`config.mk`:
```
export PLATFORM = sky130hd
export DESIGN_NAME = fetch_top
export DESIGN_NICKNAME = d
export VERILOG_FILES = /design/src/hw/fetch_pkg.sv /design/src/hw/mem_pkg.sv /design/src/hw/fetch_top.sv /design/src/hw/inst_queue.sv /design/src/hw/fetch_pc_ctrl.sv /design/src/hw/line_fetcher.sv
export VERILOG_INCLUDE_DIRS = /design/src /design/src/include
export SDC_FILE = /design/constraint.sdc
export NUM_CORES = 2
export LEC_CHECK = 0
export ABC_AREA = 1
export BUFFER_PORTS_ARGS = -buffer_cell sky130_fd_sc_hd__buf_2
export CAP_MARGIN = 10
export CORE_MARGIN = 8
export CORE_UTILIZATION = 25
export DETAILED_ROUTE_END_ITERATION = 12
export GPL_ROUTABILITY_DRIVEN = 0
export PLACE_DENSITY = 0.5
export SLEW_MARGIN = 25
export SYNTH_ARGS = -nofsm -noshare
export SYNTH_HDL_FRONTEND = slang
export SYNTH_HIERARCHICAL = 1
export SYNTH_SLANG_ARGS = --single-unit
```
`constraint.sdc`:
```
create_clock -name clk -period 45.3 [get_ports clk]
set_clock_uncertainty 0.1 [all_clocks]
set_input_delay 9.06 -clock clk [delete_from_list [all_inputs] [get_ports clk]]
set_output_delay 9.06 -clock clk [all_outputs]
set_load 0.02 [all_outputs]
```
`src/include/fetch_consts.svh`:
```
`ifndef FETCH_CONSTS_SVH
`define FETCH_CONSTS_SVH

// first fetch address after reset
`define RESET_PC        32'hAAAAA000

// line geometry
`define LINE_BYTES      32
`define BEATS_PER_LINE  4      // 64-bit bus beats per line
`define WORDS_PER_LINE  8      // 32-bit words per line

// instruction queue depth
`define IQ_DEPTH        8

`endif
```
`src/hw/fetch_pkg.sv`:
```
`include "fetch_consts.svh"

package fetch_pkg;

    // one instruction word
    typedef logic [31:0] inst_t;

    // program order, same width as the retire order in the cpu
    typedef logic [63:0] order_t;

    // selects a word inside a line
    typedef logic [$clog2(`WORDS_PER_LINE)-1:0] word_idx_t;

endpackage : fetch_pkg

```
`src/hw/mem_pkg.sv`:
```
`include "fetch_consts.svh"

package mem_pkg;

    // byte address on the memory bus
    typedef logic [31:0] addr_t;

    // one bus beat and one full line
    typedef logic [63:0]                beat_t;
    typedef logic [`LINE_BYTES*8-1:0]   line_t;

    // counts beats within one burst
    typedef logic [$clog2(`BEATS_PER_LINE)-1:0] beat_cnt_t;

    // line fetcher FSM
    typedef enum logic [1:0] {
        FETCH_IDLE,
        FETCH_REQUEST,     // read held until the bus takes it
        FETCH_COLLECT      // waiting on the burst beats
    } fetch_state_e;

endpackage : mem_pkg

```
`src/hw/fetch_top.sv`:
```
`timescale 1ns/1ps

module fetch_top
import mem_pkg::*;
import fetch_pkg::*;
(
    input   logic           clk,
    input   logic           rst,

    // memory bus
    output  addr_t          bmem_addr_o,
    output  logic           bmem_read_o,
    input   logic           bmem_ready_i,
    input   addr_t          bmem_raddr_i,
    input   beat_t          bmem_rdata_i,
    input   logic           bmem_rvalid_i,

    // redirect from the back end
    input   logic           redirect_i,
    input   addr_t          redirect_pc_i,
    input   order_t         redirect_order_i,

    // instruction stream out
    input   logic           inst_ren_i,
    output  logic           inst_valid_o,
    output  addr_t          inst_pc_o,
    output  inst_t          inst_o,
    output  order_t         inst_order_o
);

    // fetcher <-> pc control
    logic       line_req;
    addr_t      req_addr;
    logic       line_valid;
    addr_t      line_addr;
    line_t      line_data;

    // pc control <-> queue
    logic       enq;
    addr_t      enq_pc;
    inst_t      enq_inst;
    order_t     enq_order;
    logic       q_space;

    line_fetcher line_fetcher_i (
        .clk           (clk),
        .rst           (rst),
        .redirect_i    (redirect_i),
        .line_req_i    (line_req),
        .req_addr_i    (req_addr),
        .bmem_addr_o   (bmem_addr_o),
        .bmem_read_o   (bmem_read_o),
        .bmem_ready_i  (bmem_ready_i),
        .bmem_raddr_i  (bmem_raddr_i),
        .bmem_rdata_i  (bmem_rdata_i),
        .bmem_rvalid_i (bmem_rvalid_i),
        .line_valid_o  (line_valid),
        .line_addr_o   (line_addr),
        .line_data_o   (line_data)
    );

    fetch_pc_ctrl fetch_pc_ctrl_i (
        .clk              (clk),
        .rst              (rst),
        .redirect_i       (redirect_i),
        .redirect_pc_i    (redirect_pc_i),
        .redirect_order_i (redirect_order_i),
        .line_req_o       (line_req),
        .req_addr_o       (req_addr),
        .line_valid_i     (line_valid),
        .line_addr_i      (line_addr),
        .line_data_i      (line_data),
        .q_space_i        (q_space),
        .enq_o            (enq),
        .enq_pc_o         (enq_pc),
        .enq_inst_o       (enq_inst),
        .enq_order_o      (enq_order)
    );

    inst_queue inst_queue_i (
        .clk          (clk),
        .rst          (rst),
        .redirect_i   (redirect_i),
        .enq_i        (enq),
        .enq_pc_i     (enq_pc),
        .enq_inst_i   (enq_inst),
        .enq_order_i  (enq_order),
        .q_space_o    (q_space),
        .deq_i        (inst_ren_i),
        .valid_o      (inst_valid_o),
        .pc_o         (inst_pc_o),
        .inst_o       (inst_o),
        .order_o      (inst_order_o)
    );

endmodule : fetch_top

```
`src/hw/inst_queue.sv`:
```
`timescale 1ns/1ps
`include "fetch_consts.svh"

module inst_queue
import mem_pkg::*;
import fetch_pkg::*;
#(
    parameter int DEPTH = `IQ_DEPTH
)(
    input   logic           clk,
    input   logic           rst,
    input   logic           redirect_i,

    input   logic           enq_i,
    input   addr_t          enq_pc_i,
    input   inst_t          enq_inst_i,
    input   order_t         enq_order_i,
    output  logic           q_space_o,

    input   logic           deq_i,
    output  logic           valid_o,
    output  addr_t          pc_o,
    output  inst_t          inst_o,
    output  order_t         order_o
);

    localparam int PTR_W = (DEPTH > 1) ? $clog2(DEPTH) : 1;
    localparam int CNT_W = $clog2(DEPTH + 1);

    typedef logic [PTR_W-1:0] ptr_t;

    addr_t          pc_mem    [DEPTH];
    inst_t          inst_mem  [DEPTH];
    order_t         order_mem [DEPTH];

    ptr_t           head;
    ptr_t           tail;
    logic [CNT_W-1:0] count;
    logic           full;
    logic           do_enq;
    logic           do_deq;

    assign full      = (count == CNT_W'(DEPTH));
    assign q_space_o = !full;
    assign valid_o   = (count != '0);

    assign do_deq = deq_i && valid_o;
    assign do_enq = enq_i && (!full || do_deq);   // full queue can swap an entry

    assign pc_o    = pc_mem[head];
    assign inst_o  = inst_mem[head];
    assign order_o = order_mem[head];

    always_ff @(posedge clk) begin
        if (rst || redirect_i) begin
            head  <= '0;
            tail  <= '0;
            count <= '0;
        end else begin
            if (do_enq) begin
                tail <= (tail == ptr_t'(DEPTH - 1)) ? '0 : tail + 1'b1;
            end
            if (do_deq) begin
                head <= (head == ptr_t'(DEPTH - 1)) ? '0 : head + 1'b1;
            end
            count <= count + CNT_W'(do_enq) - CNT_W'(do_deq);
        end
    end

    always_ff @(posedge clk) begin
        if (do_enq) begin
            pc_mem[tail]    <= enq_pc_i;
            inst_mem[tail]  <= enq_inst_i;
            order_mem[tail] <= enq_order_i;
        end
    end

    // the producer must watch q_space_o
    no_enq_when_full: assert property (@(posedge clk) disable iff (rst || redirect_i)
        (enq_i && full) |-> deq_i);

endmodule : inst_queue

```
`src/hw/fetch_pc_ctrl.sv`:
```
`timescale 1ns/1ps
`include "fetch_consts.svh"

module fetch_pc_ctrl
import mem_pkg::*;
import fetch_pkg::*;
(
    input   logic           clk,
    input   logic           rst,

    // redirect
    input   logic           redirect_i,
    input   addr_t          redirect_pc_i,
    input   order_t         redirect_order_i,

    // line fetcher side
    output  logic           line_req_o,
    output  addr_t          req_addr_o,
    input   logic           line_valid_i,
    input   addr_t          line_addr_i,
    input   line_t          line_data_i,

    // instruction queue side
    input   logic           q_space_i,
    output  logic           enq_o,
    output  addr_t          enq_pc_o,
    output  inst_t          enq_inst_o,
    output  order_t         enq_order_o
);

    localparam int OFF_BITS = $clog2(`LINE_BYTES);

    addr_t      pc;
    order_t     order;
    addr_t      pc_line;

    // serial line buffer, tagged with its own line address
    line_t      buf_data;
    addr_t      buf_tag;
    logic       buf_valid;
    logic       buf_hit;
    logic       buf_load;
    word_idx_t  word_idx;
    logic       advance;

    assign pc_line  = {pc[31:OFF_BITS], {OFF_BITS{1'b0}}};
    assign word_idx = pc[OFF_BITS-1:2];
    assign buf_hit  = buf_valid && (buf_tag == pc_line);

    // stale lines from an older pc are dropped here
    assign buf_load = line_valid_i && (line_addr_i == pc_line);

    assign advance = buf_hit && q_space_i;

    assign line_req_o = !buf_hit;
    assign req_addr_o = pc_line;

    assign enq_o       = advance;       // queue drops it during a redirect
    assign enq_pc_o    = pc;
    assign enq_order_o = order;
    assign enq_inst_o  = buf_data[$bits(inst_t)*word_idx +: $bits(inst_t)];

    always_ff @(posedge clk) begin
        if (rst) begin
            pc    <= `RESET_PC;
            order <= '0;
        end else if (redirect_i) begin
            pc    <= redirect_pc_i;
            order <= redirect_order_i;
        end else if (advance) begin
            pc    <= pc + 32'd4;
            order <= order + 64'd1;
        end
    end

    always_ff @(posedge clk) begin
        if (rst) begin
            buf_valid <= 1'b0;
        end else if (redirect_i) begin
            buf_valid <= 1'b0;
        end else if (buf_load) begin
            buf_valid <= 1'b1;
        end else if (advance && word_idx == word_idx_t'(`WORDS_PER_LINE - 1)) begin
            buf_valid <= 1'b0;          // last word used up
        end
    end

    always_ff @(posedge clk) begin
        if (buf_load && !redirect_i) begin
            buf_data <= line_data_i;
            buf_tag  <= line_addr_i;
        end
    end

    // redirect targets come from outside and must keep this
    pc_word_aligned: assert property (@(posedge clk) disable iff (rst)
        pc[1:0] == 2'b00);

endmodule : fetch_pc_ctrl

```
`src/hw/line_fetcher.sv`:
```
`timescale 1ns/1ps
`include "fetch_consts.svh"

module line_fetcher
import mem_pkg::*;
(
    input   logic           clk,
    input   logic           rst,
    input   logic           redirect_i,

    // line request from the pc side
    input   logic           line_req_i,
    input   addr_t          req_addr_i,

    // memory bus
    output  addr_t          bmem_addr_o,
    output  logic           bmem_read_o,
    input   logic           bmem_ready_i,
    input   addr_t          bmem_raddr_i,
    input   beat_t          bmem_rdata_i,
    input   logic           bmem_rvalid_i,

    // finished line
    output  logic           line_valid_o,
    output  addr_t          line_addr_o,
    output  line_t          line_data_o
);

    localparam int OFF_BITS = $clog2(`LINE_BYTES);

    fetch_state_e   state;
    addr_t          addr_q;         // line being fetched
    beat_cnt_t      beat_cnt;
    logic           discard;        // burst belongs to a flushed stream
    logic           beat_match;
    logic           burst_done;

    assign bmem_read_o = (state == FETCH_REQUEST);
    assign bmem_addr_o = addr_q;
    assign line_addr_o = addr_q;

    assign beat_match = bmem_rvalid_i && (bmem_raddr_i == addr_q);
    assign burst_done = (state == FETCH_COLLECT) && beat_match &&
                        (beat_cnt == beat_cnt_t'(`BEATS_PER_LINE - 1));

    always_ff @(posedge clk) begin
        if (rst) begin
            state        <= FETCH_IDLE;
            beat_cnt     <= '0;
            discard      <= 1'b0;
            line_valid_o <= 1'b0;
        end else begin
            line_valid_o <= 1'b0;
            unique case (state)
                FETCH_IDLE: begin
                    // line_valid_o still high means the miss is about to clear
                    if (line_req_i && !line_valid_o && !redirect_i) begin
                        state <= FETCH_REQUEST;
                    end
                end
                FETCH_REQUEST: begin
                    if (bmem_ready_i) begin
                        state    <= FETCH_COLLECT;
                        beat_cnt <= '0;
                        discard  <= redirect_i;    // taken together with a flush
                    end else if (redirect_i) begin
                        state <= FETCH_IDLE;       // never reached the bus
                    end
                end
                FETCH_COLLECT: begin
                    if (redirect_i) begin
                        discard <= 1'b1;
                    end
                    if (beat_match) begin
                        beat_cnt <= beat_cnt + 1'b1;
                    end
                    if (burst_done) begin
                        state        <= FETCH_IDLE;
                        line_valid_o <= !discard && !redirect_i;
                    end
                end
                default: state <= FETCH_IDLE;
            endcase
        end
    end

    // address latched when leaving idle
    always_ff @(posedge clk) begin
        if (state == FETCH_IDLE) begin
            addr_q <= req_addr_i;
        end
    end

    // beat k lands in bytes 8k..8k+7, so shift in from the top
    always_ff @(posedge clk) begin
        if (state == FETCH_COLLECT && beat_match) begin
            line_data_o <= {bmem_rdata_i, line_data_o[$bits(line_t)-1:$bits(beat_t)]};
        end
    end

    // one burst at a time on the bus
    read_quiet_during_burst: assert property (@(posedge clk) disable iff (rst)
        (bmem_read_o && bmem_ready_i) |=> (!bmem_read_o until_with burst_done));

    read_addr_aligned: assert property (@(posedge clk) disable iff (rst)
        bmem_read_o |-> (bmem_addr_o[OFF_BITS-1:0] == '0));

endmodule : line_fetcher

```
==> impl_results.md <==
- Maximum clock rate: 73.8 MHz
- Synth Instances: 6060
- Drt first pass iters: 6
- Clk sinks: ~1700
- Core Region: between 0.2 and 0.3 mm²
- Library cells used by synthesis: 46
- Clock Latency Late Sink: roughly 830 ps
- Setup Crit Path Kind: flop to output pin
- Lkg Pwr: 0.0276 µW
- First-pass GRT wire length: about 300000 µm
- WL final: around 210000 µm
- Share of layout cells above drive strength 1: 0.115
- Area grow syn2layout: 15.5%
- Post-route cell area: 0.0806 mm²
- Count leader, synth: edfxtp_1
- Largest area contributor in the netlist: edfxtp_1
- Top cells by area, synth: edfxtp_1 (69%), nor2_1 (6.7%), nand2_1 (5.5%)
- Critical path buffer and inverter count: 3
- Crit end category: output pin
- Die Ht: 545 µm
- Chip width: ~540 µm
- Fin. Hold Viols: 0
- Sum Neg Setup Slack: 0 ps
- Pwr dens: 43.5 mW/mm²
- Critical path's top delay family: buffers and inverters
- IO Count: between 300 and 400
- Pin slew with the least headroom to its limit: about 1100 ps
- Largest net degree at the start of global routing: between 200 and 250
- Outcome: completed
- Worst Path Arrival: 4380 ps
- Total track usage: 0.134
- Worst path max stage delay: 830 ps
- Tmin final: 13540 ps
- Element type at the critical path start: flop
- H-tree levels: 4
- IO buf count: about 360
- Fin crit share: 0.299
- Layout Utilization: 0.289
- Flops & latches, synth: 1716
- CTS resizes: 0
- Fin. max-slew vios: 0
- Clk slew on worst S/H paths: about 60 ps
- CP max-delay cell: dfxtp_4
- Vias in the first global route: 43385
- Reg2reg setup slack: 39930 ps
- DR WL/cell: 20.6 µm
- Critical Path, Cell by Cell: buf_4 > buf_4 > o21ai_0 > o21ai_1 > nand2_1 > nand2_1 > buf_2
- Max IR drop VDD: 30.5 µV
- Unrepaired setup endpoints after global routing: no
- Min-delay worst type: flop to flop
- Yosys top cell area share: 0.688
- Die ar.: 0.297 mm²
- EDFF count, synth: 1600
- Rel. slew slack: 0.264
- CTS max path bufs: 4
- Row Count: 194
- Synthesized area: 0.0698 mm²
- Placed Instance Area: around 0.075 mm²
- Synth Flop Type: edfxtp_1
- Avg Cell Area, Syn: 11.5 µm²
- Residual DRC: 0
- Fin nets: 6526
- Crit Path Max Fanout: 84
- Initial antenna violation count: 32
- Via count: 45839
- Total CTS buffers: around 180
- Grt total ovfl: 0
- Post-synth top cells: edfxtp_1 (1600), nor2_1 (1246), nand2_1 (1031)
- Postcts setup bufs: 0
- # setup viols final: 0
- Final HPWL DP: 127000 µm
- Fraction of registers with async set/reset: 0
- Crit path required time: 36140 ps
- Number of routed nets with antenna violations: 0
- MaxCap Viol Count: 0
- Starting Density: 0.251
- CTS tree: yes
- CTS root buffer: clkbuf_16
- Register area share after synthesis: 0.721
- Yosys warning total: 6
- # hold bufs at CTS: 0
- Vias per cell: ~4.5
- Detailed Route Iter0 Violations: 3957
[final cells by class]
| cell class | instances | area, µm² |
|---|---|---|
| diodes | 3 | 7.51 |
| clock buffers | 227 | 4760 |
| clock inverters | 86 | 647 |
| fillers | 28655 | 198000 |
| inverters | 193 | 751 |
| multi-input cells | 3778 | 16900 |
| flip-flops and latches | 1716 | 50400 |
| well taps | 3724 | 4660 |
| repair buffers | 441 | 2550 |
[cell usage in the layout (no fill, tap or decap), drive strengths merged, types with 3 or more instances in the layout]
cell	count
edfxtp	1600
nor2	1256
nand2	1035
o21ai	962
buf	441
clkbuf	227
inv	193
nand3	158
dfxtp	116
a21oi	87
clkinv	70
xor2	47
o22ai	38
a31oi	34
nand4	32
nor3	26
xnor2	25
ha	18
o21bai	15
clkinvlp	8
bufinv	8
nor4	8
or2	8
nand3b	6
o211ai	6
conb	5
diode	3
[report_power, final]
part / total, µW / switching, µW / internal, µW
clock: 1390 / 604 / 787
combinational: 343 / 254 / 89.1
sequential: 1770 / 31.2 / 1740
[kinds of logic after synthesis]
kind of cell	count (synthesis)	synth area share
xor gates and xnor gates	72	0.00903
adders and majority gates	19	0.00351
DFF	1716	0.721
AOI/OAI and AO/OA	1149	0.0848
buffers and inverters	570	0.0386
and+or+nand+nor	2533	0.143
other	1	0.0000537
[flip-flops by register name (all words and copies together) (netlist names), named ones only]
name and count:
inst_queue_i/order_mem 512, fetch_pc_ctrl_i/buf_data 256, inst_queue_i/inst_mem 256, inst_queue_i/pc_mem 256, line_fetcher_i/line_data_o 256, fetch_pc_ctrl_i/enq_order_o 64, fetch_pc_ctrl_i/buf_tag 32, fetch_pc_ctrl_i/enq_pc_o 32
line_fetcher_i/bmem_addr_o 32, inst_queue_i/count 4, inst_queue_i/head 3, inst_queue_i/tail 3, line_fetcher_i/beat_cnt 2, line_fetcher_i/state 2, fetch_pc_ctrl_i/buf_valid 1, line_fetcher_i/discard 1
line_fetcher_i/line_valid_o 1
[per-layer routing]
metal,track usage,part of all wire,vias to the layer above
met4,0.0375,0.029,2
li1,-,-,21505
met5,0,0.000062,-
met3,0.0206,0.062,280
met2,0.225,0.48,1424
met1,0.180,0.43,22628
[metrics by stage]
step	hold WS (ps)	setup slack, ps	cells	total power [µW]
after floorplan	300	22630	6064	2000
after global placement	300	31890	9851	2160
after detailed placement	305	32050	9851	2160
after CTS	308	31490	10164	3560
after global routing	318	31400	10165	3650
final	307	31760	10168	3510
[final timing paths]
check                           cells after the start                             to                            from
worst max-delay path                                7                     inst_o[13]                            flop
worst min-delay path                                0   fetch_pc_ctrl_i/buf_data[59]  line_fetcher_i/line_data_o[59]
worst max register to register                     13  inst_queue_i/order_mem[0][31]    fetch_pc_ctrl_i/enq_pc_o[27]
worst min register to register                      0   fetch_pc_ctrl_i/buf_data[59]  line_fetcher_i/line_data_o[59]
Note: power is estimated with default switching activity, not from simulation.
